--- src/hdl/mips_pkg.sv ---
package mips_pkg;

  // ----------------------------------------------------------------------
  // Widths and instruction encodings
  // ----------------------------------------------------------------------
  parameter int DATA_W = 32;                // Datapath width

  // Primary opcodes, instr[31:26]
  localparam logic [5:0] OP_RTYPE = 6'h00;  // Decoded further by funct
  localparam logic [5:0] OP_J     = 6'h02;
  localparam logic [5:0] OP_JAL   = 6'h03;
  localparam logic [5:0] OP_BEQ   = 6'h04;
  localparam logic [5:0] OP_BNE   = 6'h05;
  localparam logic [5:0] OP_ADDI  = 6'h08;
  localparam logic [5:0] OP_SLTI  = 6'h0a;
  localparam logic [5:0] OP_ANDI  = 6'h0c;
  localparam logic [5:0] OP_ORI   = 6'h0d;
  localparam logic [5:0] OP_LUI   = 6'h0f;
  localparam logic [5:0] OP_LW    = 6'h23;
  localparam logic [5:0] OP_SW    = 6'h2b;

  // Funct codes under OP_RTYPE, instr[5:0]
  localparam logic [5:0] FN_JR    = 6'h08;
  localparam logic [5:0] FN_JALR  = 6'h09;
  localparam logic [5:0] FN_ADD   = 6'h20;
  localparam logic [5:0] FN_SUB   = 6'h22;
  localparam logic [5:0] FN_AND   = 6'h24;
  localparam logic [5:0] FN_OR    = 6'h25;
  localparam logic [5:0] FN_SLT   = 6'h2a;

  // Jumps sit at or above BR_J so one compare catches them all
  typedef enum logic [2:0] {
    BR_NONE, BR_BEQ, BR_BNE, BR_J, BR_JAL, BR_JR, BR_JALR
  } branch_type_e;

  typedef enum logic [2:0] {
    ALU_FUNCT, ALU_ADD, ALU_SUB, ALU_AND, ALU_OR, ALU_SLT, ALU_LUI
  } alu_op_e;

  // ----------------------------------------------------------------------
  // Payload structs
  // ----------------------------------------------------------------------
  typedef struct packed {
    logic        alu_src;     // Immediate as ALU operand B
    alu_op_e     alu_op;
    logic        reg_dst;     // rd instead of rt as destination
    logic        reg_write;
    logic        mem_read;
    logic        mem_write;
    logic        mem_to_reg;  // Load data to write-back
    logic        is_jal;      // Link, write next_pc
  } ctrl_t;

  typedef struct packed {
    logic              valid;
    logic [DATA_W-1:0] next_pc;      // PC+4 from fetch
    logic [31:0]       instruction;
  } if_id_t;

  typedef struct packed {
    logic              reg_write;
    logic [4:0]        write_register;
    logic [DATA_W-1:0] write_data;
  } wb_t;

  typedef struct packed {
    logic              use_a;    // Take value_a instead of rs read
    logic              use_b;    // Take value_b instead of rt read
    logic [DATA_W-1:0] value_a;
    logic [DATA_W-1:0] value_b;
  } fwd_t;

  typedef struct packed {
    logic              valid;
    ctrl_t             ctrl;
    logic [DATA_W-1:0] read_data_1;
    logic [DATA_W-1:0] read_data_2;
    logic [DATA_W-1:0] sign_ext_imm;
    logic [4:0]        rs;
    logic [4:0]        rt;
    logic [4:0]        rd;
    logic [4:0]        shamt;
    logic [5:0]        funct;
    logic [5:0]        opcode;
  } id_ex_t;

endpackage

--- src/hdl/branch_unit.sv ---
`timescale 1ns/1ps

module branch_unit #(
  parameter int p_data_w = mips_pkg::DATA_W
) (
  input  mips_pkg::branch_type_e i_branch_type,
  input  logic [p_data_w-1:0]    i_next_pc,       // PC+4 of the branch
  input  logic [p_data_w-1:0]    i_sign_ext_imm,
  input  logic [25:0]            i_target,        // J-type target field
  input  logic [p_data_w-1:0]    i_op_a,          // rs after forwarding
  input  logic [p_data_w-1:0]    i_op_b,          // rt after forwarding
  input  logic                   i_enable,        // Valid and not stalled
  output logic                   o_take_branch,
  output logic [p_data_w-1:0]    o_branch_target
);

  import mips_pkg::*;

  logic [p_data_w-1:0] br_target;   // Relative branch
  logic [p_data_w-1:0] jmp_target;  // Region jump
  logic                is_equal;
  logic                cond;

  assign br_target  = i_next_pc + (i_sign_ext_imm << 2);
  assign jmp_target = {i_next_pc[p_data_w-1 -: 4], i_target, 2'b00};
  assign is_equal   = (i_op_a == i_op_b);

  always_comb begin
    cond = 1'b0;
    o_branch_target = i_next_pc;              // Fall through by default
    case (i_branch_type)
      BR_BEQ: begin
        cond = is_equal;
        o_branch_target = br_target;
      end
      BR_BNE: begin
        cond = !is_equal;
        o_branch_target = br_target;
      end
      BR_J, BR_JAL: begin
        cond = 1'b1;
        o_branch_target = jmp_target;
      end
      BR_JR, BR_JALR: begin
        cond = 1'b1;
        o_branch_target = i_op_a;             // Register target
      end
      default: ;
    endcase
  end

  assign o_take_branch = i_enable && cond;

endmodule

--- src/hdl/control_unit.sv ---
`timescale 1ns/1ps

module control_unit (
  input  logic [5:0]             i_opcode,
  input  logic [5:0]             i_funct,         // Looked at under OP_RTYPE only
  output mips_pkg::ctrl_t        o_ctrl,
  output mips_pkg::branch_type_e o_branch_type
);

  import mips_pkg::*;

  // ----------------------------------------------------------------------
  // Main decoder with all zeros for unknown codes
  // ----------------------------------------------------------------------
  always_comb begin
    o_ctrl        = '0;
    o_branch_type = BR_NONE;
    case (i_opcode)
      OP_RTYPE: begin
        case (i_funct)
          FN_ADD, FN_SUB, FN_AND, FN_OR, FN_SLT: begin
            o_ctrl.reg_dst   = 1'b1;          // Result to rd
            o_ctrl.reg_write = 1'b1;
            o_ctrl.alu_op    = ALU_FUNCT;     // EX picks the op from funct
          end
          FN_JR: o_branch_type = BR_JR;       // No write
          FN_JALR: begin
            o_ctrl.reg_write = 1'b1;
            o_ctrl.is_jal    = 1'b1;          // Link value replaces operand A
            o_branch_type    = BR_JALR;
          end
          default: ;
        endcase
      end
      OP_ADDI, OP_ANDI, OP_ORI, OP_SLTI, OP_LUI: begin
        o_ctrl.alu_src   = 1'b1;              // Immediate as operand B
        o_ctrl.reg_write = 1'b1;              // Result to rt
        case (i_opcode)
          OP_ANDI: o_ctrl.alu_op = ALU_AND;
          OP_ORI:  o_ctrl.alu_op = ALU_OR;
          OP_SLTI: o_ctrl.alu_op = ALU_SLT;
          OP_LUI:  o_ctrl.alu_op = ALU_LUI;
          default: o_ctrl.alu_op = ALU_ADD;   // addi
        endcase
      end
      OP_LW: begin
        o_ctrl.alu_src    = 1'b1;             // Address is rs + imm
        o_ctrl.alu_op     = ALU_ADD;
        o_ctrl.reg_write  = 1'b1;
        o_ctrl.mem_read   = 1'b1;
        o_ctrl.mem_to_reg = 1'b1;
      end
      OP_SW: begin
        o_ctrl.alu_src   = 1'b1;
        o_ctrl.alu_op    = ALU_ADD;
        o_ctrl.mem_write = 1'b1;              // rt is the store data
      end
      OP_BEQ: begin
        o_ctrl.alu_op = ALU_SUB;
        o_branch_type = BR_BEQ;
      end
      OP_BNE: begin
        o_ctrl.alu_op = ALU_SUB;
        o_branch_type = BR_BNE;
      end
      OP_J: o_branch_type = BR_J;
      OP_JAL: begin
        o_ctrl.reg_write = 1'b1;
        o_ctrl.is_jal    = 1'b1;              // Links next_pc into $ra
        o_branch_type    = BR_JAL;
      end
      default: ;                              // No-op
    endcase
  end

endmodule

--- src/hdl/decode_stage.sv ---
`timescale 1ns/1ps

module decode_stage #(
  parameter int p_data_w = mips_pkg::DATA_W
) (
  input  logic                i_clk,
  input  logic                i_rst_n,
  input  mips_pkg::if_id_t    i_if,             // Fetched instruction
  input  mips_pkg::wb_t       i_wb,             // Write-back request
  input  mips_pkg::fwd_t      i_fwd,            // Forwarding values and flags
  input  logic                i_stall,          // From hazard logic
  output mips_pkg::id_ex_t    o_id_ex,          // Decoded bundle to EX
  output logic                o_take_branch,
  output logic [p_data_w-1:0] o_branch_target
);

  import mips_pkg::*;

  // ----------------------------------------------------------------------
  // Pipeline wiring
  // ----------------------------------------------------------------------
  if_id_t if_id_q;   // IF/ID register output
  id_ex_t id_ex_d;   // Decode result, bubble already applied on stall

  // Stall holds the instruction, taken branch drops the wrong-path one
  pipe_reg #(.T(if_id_t)) u_if_id (
    .i_clk   (i_clk),
    .i_rst_n (i_rst_n),
    .i_hold  (i_stall),
    .i_bubble(o_take_branch),
    .i_d     (i_if),
    .o_q     (if_id_q)
  );

  id_stage #(.p_data_w(p_data_w)) u_id (
    .i_clk          (i_clk),
    .i_rst_n        (i_rst_n),
    .i_if_id        (if_id_q),
    .i_wb           (i_wb),
    .i_fwd          (i_fwd),
    .i_stall        (i_stall),
    .o_id_ex        (id_ex_d),
    .o_take_branch  (o_take_branch),
    .o_branch_target(o_branch_target)
  );

  // Never held
  pipe_reg #(.T(id_ex_t)) u_id_ex (
    .i_clk   (i_clk),
    .i_rst_n (i_rst_n),
    .i_hold  (1'b0),
    .i_bubble(1'b0),
    .i_d     (id_ex_d),
    .o_q     (o_id_ex)
  );

endmodule

--- src/hdl/id_stage.sv ---
`timescale 1ns/1ps

module id_stage #(
  parameter int p_data_w = mips_pkg::DATA_W
) (
  input  logic                i_clk,
  input  logic                i_rst_n,
  input  mips_pkg::if_id_t    i_if_id,          // From IF/ID register
  input  mips_pkg::wb_t       i_wb,             // Write-back port
  input  mips_pkg::fwd_t      i_fwd,            // Forwarding values
  input  logic                i_stall,
  output mips_pkg::id_ex_t    o_id_ex,          // To ID/EX register
  output logic                o_take_branch,
  output logic [p_data_w-1:0] o_branch_target
);

  import mips_pkg::*;

  // ----------------------------------------------------------------------
  // Instruction fields
  // ----------------------------------------------------------------------
  logic [5:0]  opcode;
  logic [4:0]  rs;
  logic [4:0]  rt;
  logic [4:0]  rd;
  logic [4:0]  shamt;
  logic [5:0]  funct;
  logic [15:0] imm;
  logic [25:0] target;

  assign opcode = i_if_id.instruction[31:26];
  assign rs     = i_if_id.instruction[25:21];
  assign rt     = i_if_id.instruction[20:16];
  assign rd     = i_if_id.instruction[15:11];
  assign shamt  = i_if_id.instruction[10:6];
  assign funct  = i_if_id.instruction[5:0];
  assign imm    = i_if_id.instruction[15:0];
  assign target = i_if_id.instruction[25:0];

  logic [p_data_w-1:0] rs_data, rt_data;   // Raw register reads
  logic [p_data_w-1:0] op_a, op_b;         // After forwarding
  logic [p_data_w-1:0] sign_ext_imm;
  ctrl_t               ctrl;
  branch_type_e        br_type;
  logic                valid;              // Instruction advances this cycle

  registers_bank #(.p_data_w(p_data_w)) u_regs (
    .i_clk    (i_clk),
    .i_rst_n  (i_rst_n),
    .i_wb     (i_wb),
    .i_rs     (rs),
    .i_rt     (rt),
    .o_rs_data(rs_data),
    .o_rt_data(rt_data)
  );

  control_unit u_ctrl (
    .i_opcode     (opcode),
    .i_funct      (funct),
    .o_ctrl       (ctrl),
    .o_branch_type(br_type)
  );

  assign op_a = i_fwd.use_a ? i_fwd.value_a : rs_data;
  assign op_b = i_fwd.use_b ? i_fwd.value_b : rt_data;
  assign sign_ext_imm = {{(p_data_w-16){imm[15]}}, imm};
  assign valid = i_if_id.valid && !i_stall;

  // Compare and jump register use forwarded rs, never the link value
  branch_unit #(.p_data_w(p_data_w)) u_branch (
    .i_branch_type  (br_type),
    .i_next_pc      (i_if_id.next_pc),
    .i_sign_ext_imm (sign_ext_imm),
    .i_target       (target),
    .i_op_a         (op_a),
    .i_op_b         (op_b),
    .i_enable       (valid),
    .o_take_branch  (o_take_branch),
    .o_branch_target(o_branch_target)
  );

  // ----------------------------------------------------------------------
  // ID/EX bundle
  // ----------------------------------------------------------------------
  always_comb begin
    o_id_ex.valid        = valid;
    o_id_ex.ctrl         = valid ? ctrl : '0;  // Bubble carries no control
    o_id_ex.read_data_1  = ctrl.is_jal ? i_if_id.next_pc : op_a;  // Link value
    o_id_ex.read_data_2  = op_b;
    o_id_ex.sign_ext_imm = sign_ext_imm;
    o_id_ex.rs           = rs;
    o_id_ex.rt           = rt;
    o_id_ex.rd           = (br_type == BR_JAL) ? 5'd31 : rd;     // jal links to $ra
    o_id_ex.shamt        = shamt;
    o_id_ex.funct        = funct;
    o_id_ex.opcode       = opcode;
  end

endmodule

--- src/hdl/pipe_reg.sv ---
`timescale 1ns/1ps

module pipe_reg #(
  parameter type T = logic
) (
  input  logic i_clk,
  input  logic i_rst_n,
  input  logic i_hold,    // Keep current content
  input  logic i_bubble,  // Load all zeros, clears valid and control
  input  T     i_d,
  output T     o_q
);

  // ----------------------------------------------------------------------
  // Hold has priority over bubble
  // ----------------------------------------------------------------------
  always_ff @(posedge i_clk or negedge i_rst_n) begin
    if (!i_rst_n) begin
      o_q <= '0;
    end else if (i_hold) begin
      o_q <= o_q;
    end else if (i_bubble) begin
      o_q <= '0;
    end else begin
      o_q <= i_d;
    end
  end

endmodule

--- src/hdl/registers_bank.sv ---
`timescale 1ns/1ps

module registers_bank #(
  parameter int p_data_w = mips_pkg::DATA_W
) (
  input  logic                i_clk,
  input  logic                i_rst_n,
  input  mips_pkg::wb_t       i_wb,        // Write-back request
  input  logic [4:0]          i_rs,
  input  logic [4:0]          i_rt,
  output logic [p_data_w-1:0] o_rs_data,
  output logic [p_data_w-1:0] o_rt_data
);

  import mips_pkg::*;

  logic [p_data_w-1:0] regs [32];
  logic                wr_en;              // Write to a register other than $0
  logic                hit_rs;
  logic                hit_rt;

  assign wr_en = i_wb.reg_write && (i_wb.write_register != 5'd0);

  always_ff @(posedge i_clk or negedge i_rst_n) begin
    if (!i_rst_n) begin
      for (int i = 0; i < 32; i++) begin
        regs[i] <= '0;
      end
    end else if (wr_en) begin
      regs[i_wb.write_register] <= i_wb.write_data;
    end
  end

  // Same-cycle write bypasses the array
  assign hit_rs = wr_en && (i_wb.write_register == i_rs);
  assign hit_rt = wr_en && (i_wb.write_register == i_rt);

  assign o_rs_data = (i_rs == 5'd0) ? '0 : hit_rs ? i_wb.write_data : regs[i_rs];
  assign o_rt_data = (i_rt == 5'd0) ? '0 : hit_rt ? i_wb.write_data : regs[i_rt];

endmodule

--- config.mk ---
export PLATFORM = sky130hd
export DESIGN_NAME = decode_stage
export DESIGN_NICKNAME = d
export VERILOG_FILES = /design/src/hdl/mips_pkg.sv /design/src/hdl/branch_unit.sv /design/src/hdl/control_unit.sv /design/src/hdl/decode_stage.sv /design/src/hdl/id_stage.sv /design/src/hdl/pipe_reg.sv /design/src/hdl/registers_bank.sv
export SDC_FILE = /design/constraint.sdc
export NUM_CORES = 2
export LEC_CHECK = 0
export ABC_CLOCK_PERIOD_IN_PS = 7100
export BUFFER_PORTS_ARGS = -buffer_cell sky130_fd_sc_hd__buf_2
export CAP_MARGIN = 20
export CORE_UTILIZATION = 53
export CTS_CLUSTER_DIAMETER = 80
export DETAILED_ROUTE_END_ITERATION = 10
export PLACE_DENSITY = 0.71
export SLEW_MARGIN = 25
export SYNTH_ARGS = -nofsm -noshare
export SYNTH_HDL_FRONTEND = slang
export SYNTH_SLANG_ARGS = --single-unit
--- constraint.sdc ---
create_clock -name i_clk -period 7.1 [get_ports i_clk]
set_clock_uncertainty 0.15 [all_clocks]
set_input_delay 1.42 -clock i_clk [delete_from_list [all_inputs] [get_ports i_clk]]
set_output_delay 1.42 -clock i_clk [all_outputs]
set_load 0.01 [all_outputs]
==> impl_metrics.ini <==
[outcome]
outcome = finished clean

[cells_and_area]
area_growth_pct = 12.7
drive_above_1_share = 0.508
fin_util = 0.602
nets = 4803
fin_area_um2 = 72100

[synthesis]
ys_ff_latch = 1200
ys_seq_area_frac = 0.469
syn-num-nets = 4635
synthTopCellsByArea = dfrtp_1, mux4_2, mux2_2, clkbuf_1, mux2i_1
synth-edff-count = 0
synth_area_per_cell_um2 = 14.4
ys_warn_count = 0
async_flop_share = 1.00
synthesis.area_um2 = 64000
synthFlopType = dfrtp_1
syn_inst = 4433
synth_common_cells = dfrtp_1, mux2_2, mux4_2
yosysTopAreaCell = dfrtp_1
synth_most_common_cell = dfrtp_1
synth_top_area_frac = 0.469
ys_types = 70

[power_and_ir_drop]
switching_share = 0.291
power.density_nw_per_um2 = 292
peakVddDrop_mv = 0.268
p_comb_frac = 0.240
clock_power_share = 0.330
p_switching_uw = 6140
power_frac_seq = 0.431
p_int_uw = 14900
power.leakage_uw = 0.0314

[floorplanning]
core_area_um2 = 120000
num_io_pins = 344
fp.dieW_um = 349
start_util = 0.534
die_h_um = 349
rows = 127
dieArea_um2 = 122000

[timing]
slew_viol_final = 0
setup_violations = 0
min_period_over_period = 0.984
period_needed_ps = 6980
hold_viol = 0
grt_setup_unrepaired = false
fmax_mhz = 143
worst_slew_pin_slew_ps = 1100
maxSlewHeadroom = 0.259
worst_hold_slack_ps = 242

[cts]
cts_root_buffer = clkbuf_16
cts_sinks = 1200
cts_tree = done
clock_latency_ps = 770
path_clk_slew_ps = 60
cts_htree_levels = 4
max-clock-path-buffers = 3
cts_buffers = 134

[worst_setup_path]
critPathKind = reg -> out
critical_path_required_ps = 5530
crit_path_max_fanout = 41
arrival_ps = 5410
cp-end-kind = output pin
critPathLaunchType = flip-flop

[routing]
first_pass_iters = 7
wl_um = 211000
wire_per_inst_um = 33.3
vias = 43400
drc = 0
vias_per_cell = 6.87
dr.first_iter.drc_count = 4799
antenna_left = 0

[hold_path]
hp-class = reg -> reg

[placement]
hpwl_um = 136000
portBuffers = 343
gp_congestion = 0.942
post_dp_cell_area_um2 = 67600

[global_route]
grt.total_usage = 0.350
antenna_found_initial = 20
grt_start_max_net_pins = 163
grt_pass1_vias = 43700
grt_pass1_wl_um = 308000
gr-total-overflow = 0

[run]
maxCapViolCount = 0
## kinds of logic after synthesis
| family | count (synthesis) | synth area share |
|---|---|---|
| compound gates | 467 | 0.0488 |
| xor+xnor | 65 | 0.00890 |
| flops | 1200 | 0.469 |
| mux | 1655 | 0.392 |
| buf+inv | 534 | 0.0372 |
| simple gates | 482 | 0.0374 |
| fa+ha+maj | 30 | 0.00598 |
## what timing repair did
item,4_1_cts,5_1_grt
hold buffers,0,0
gates resized for setup,6,3
buffers inserted,1,5
pin swaps,0,1
setup endpoints to repair,1,1
## routing by layer
metal  GRT usage  part of all wire  vias to the layer above
met2       0.520              0.45                     2520
li1            -                 -                    17200
met1       0.467              0.38                    23000
met4       0.161             0.050                       26
met5     0.00392            0.0011                        -
met3       0.115              0.12                      531
## critical path, cell delays in order (launching register included)
cell       delay (ps)
dfrtp_4           950
nor2_1            130
buf_4             200
a21oi_1           420
o311ai_4          200
buf_4             190
buf_4             140
a211o_1           230
o211ai_1          400
nand2_1           150
a2111oi_2         450
buf_4             180
and4_1            230
a31oi_1           110
a211o_2           410
buf_2             180
## flip-flops by register name, indices dropped and copies added, names as in the netlist
signal and count:
u_id.u_regs.regs 1024, u_id_ex.o_q 111, u_if_id.o_q 65
## final cells by class
class | count | area, um^2
Antenna cell | 10 | 25.0
Clock buffer | 196 | 4020
Clock inverter | 33 | 339
Fill cell | 9184 | 47700
Inverter | 40 | 150
Multi-Input combinational cell | 2699 | 31900
Sequential cell | 1200 | 30100
Tap cell | 1612 | 2020
Timing Repair Buffer | 526 | 3610
## placed cells by master, fill, tap and decap left out, types with 35 or more instances in the layout
| master | n |
|---|---|
| mux2_2 | 1002 |
| o21ai_0 | 86 |
| o21ai_1 | 39 |
| nor2_1 | 89 |
| xnor2_1 | 52 |
| a21oi_1 | 84 |
| inv_1 | 37 |
| buf_2 | 341 |
| buf_12 | 36 |
| clkbuf_16 | 139 |
| nor2b_1 | 43 |
| a211oi_1 | 40 |
| a22oi_1 | 36 |
| nand2_1 | 115 |
| nor3_1 | 35 |
| mux4_2 | 582 |
| mux2i_1 | 71 |
| dfrtp_1 | 1191 |
| nand2b_1 | 90 |
| buf_4 | 144 |
## power groups by stage
| stage | registers [uW] | clock network, uW | logic (uW) |
|---|---|---|---|
| after CTS | 9030 | 7030 | 5000 |
| after global placement | 9070 | 0 | 4880 |
| final | 9080 | 6950 | 5050 |
| after global routing | 9220 | 7290 | 5340 |
| after detailed placement | 9150 | 0 | 4970 |
| after floorplan | 8760 | 0 | 3580 |
## worst paths after layout
path	start	to	slack, ps	cells past startpoint
max in group asynchronous	i_rst_n	u_if_id.o_q[21]$_DFFE_PN0N_	4740	3
worst max register to register	u_if_id.o_q[23]$_DFFE_PN0N_	u_if_id.o_q[49]$_DFFE_PN0N_	1510	16
worst max-delay path	u_if_id.o_q[23]$_DFFE_PN0N_	o_take_branch	120	15
worst min-delay path	u_id.u_regs.regs[1018]$_DFFE_PN0P_	u_id.u_regs.regs[1018]$_DFFE_PN0P_	240	0
worst min register to register	u_id.u_regs.regs[1018]$_DFFE_PN0P_	u_id.u_regs.regs[1018]$_DFFE_PN0P_	240	0
min in group asynchronous	i_rst_n	u_id_ex.o_q[36]$_DFF_PN0_	520	1
## stage by stage
stage          TNS [ps]  total power [uW]  worst slack [ps]  std cells
2_1_floorplan         0             12300              1190       4433
3_3_place_gp       -149             14000              -149       6069
3_5_place_dp       -189             14100              -189       6071
4_1_cts               0             21100              94.9       6301
5_1_grt               0             21800              24.6       6310
6_report              0             21100               115       6316
Note: power is estimated with default switching activity, not from simulation.
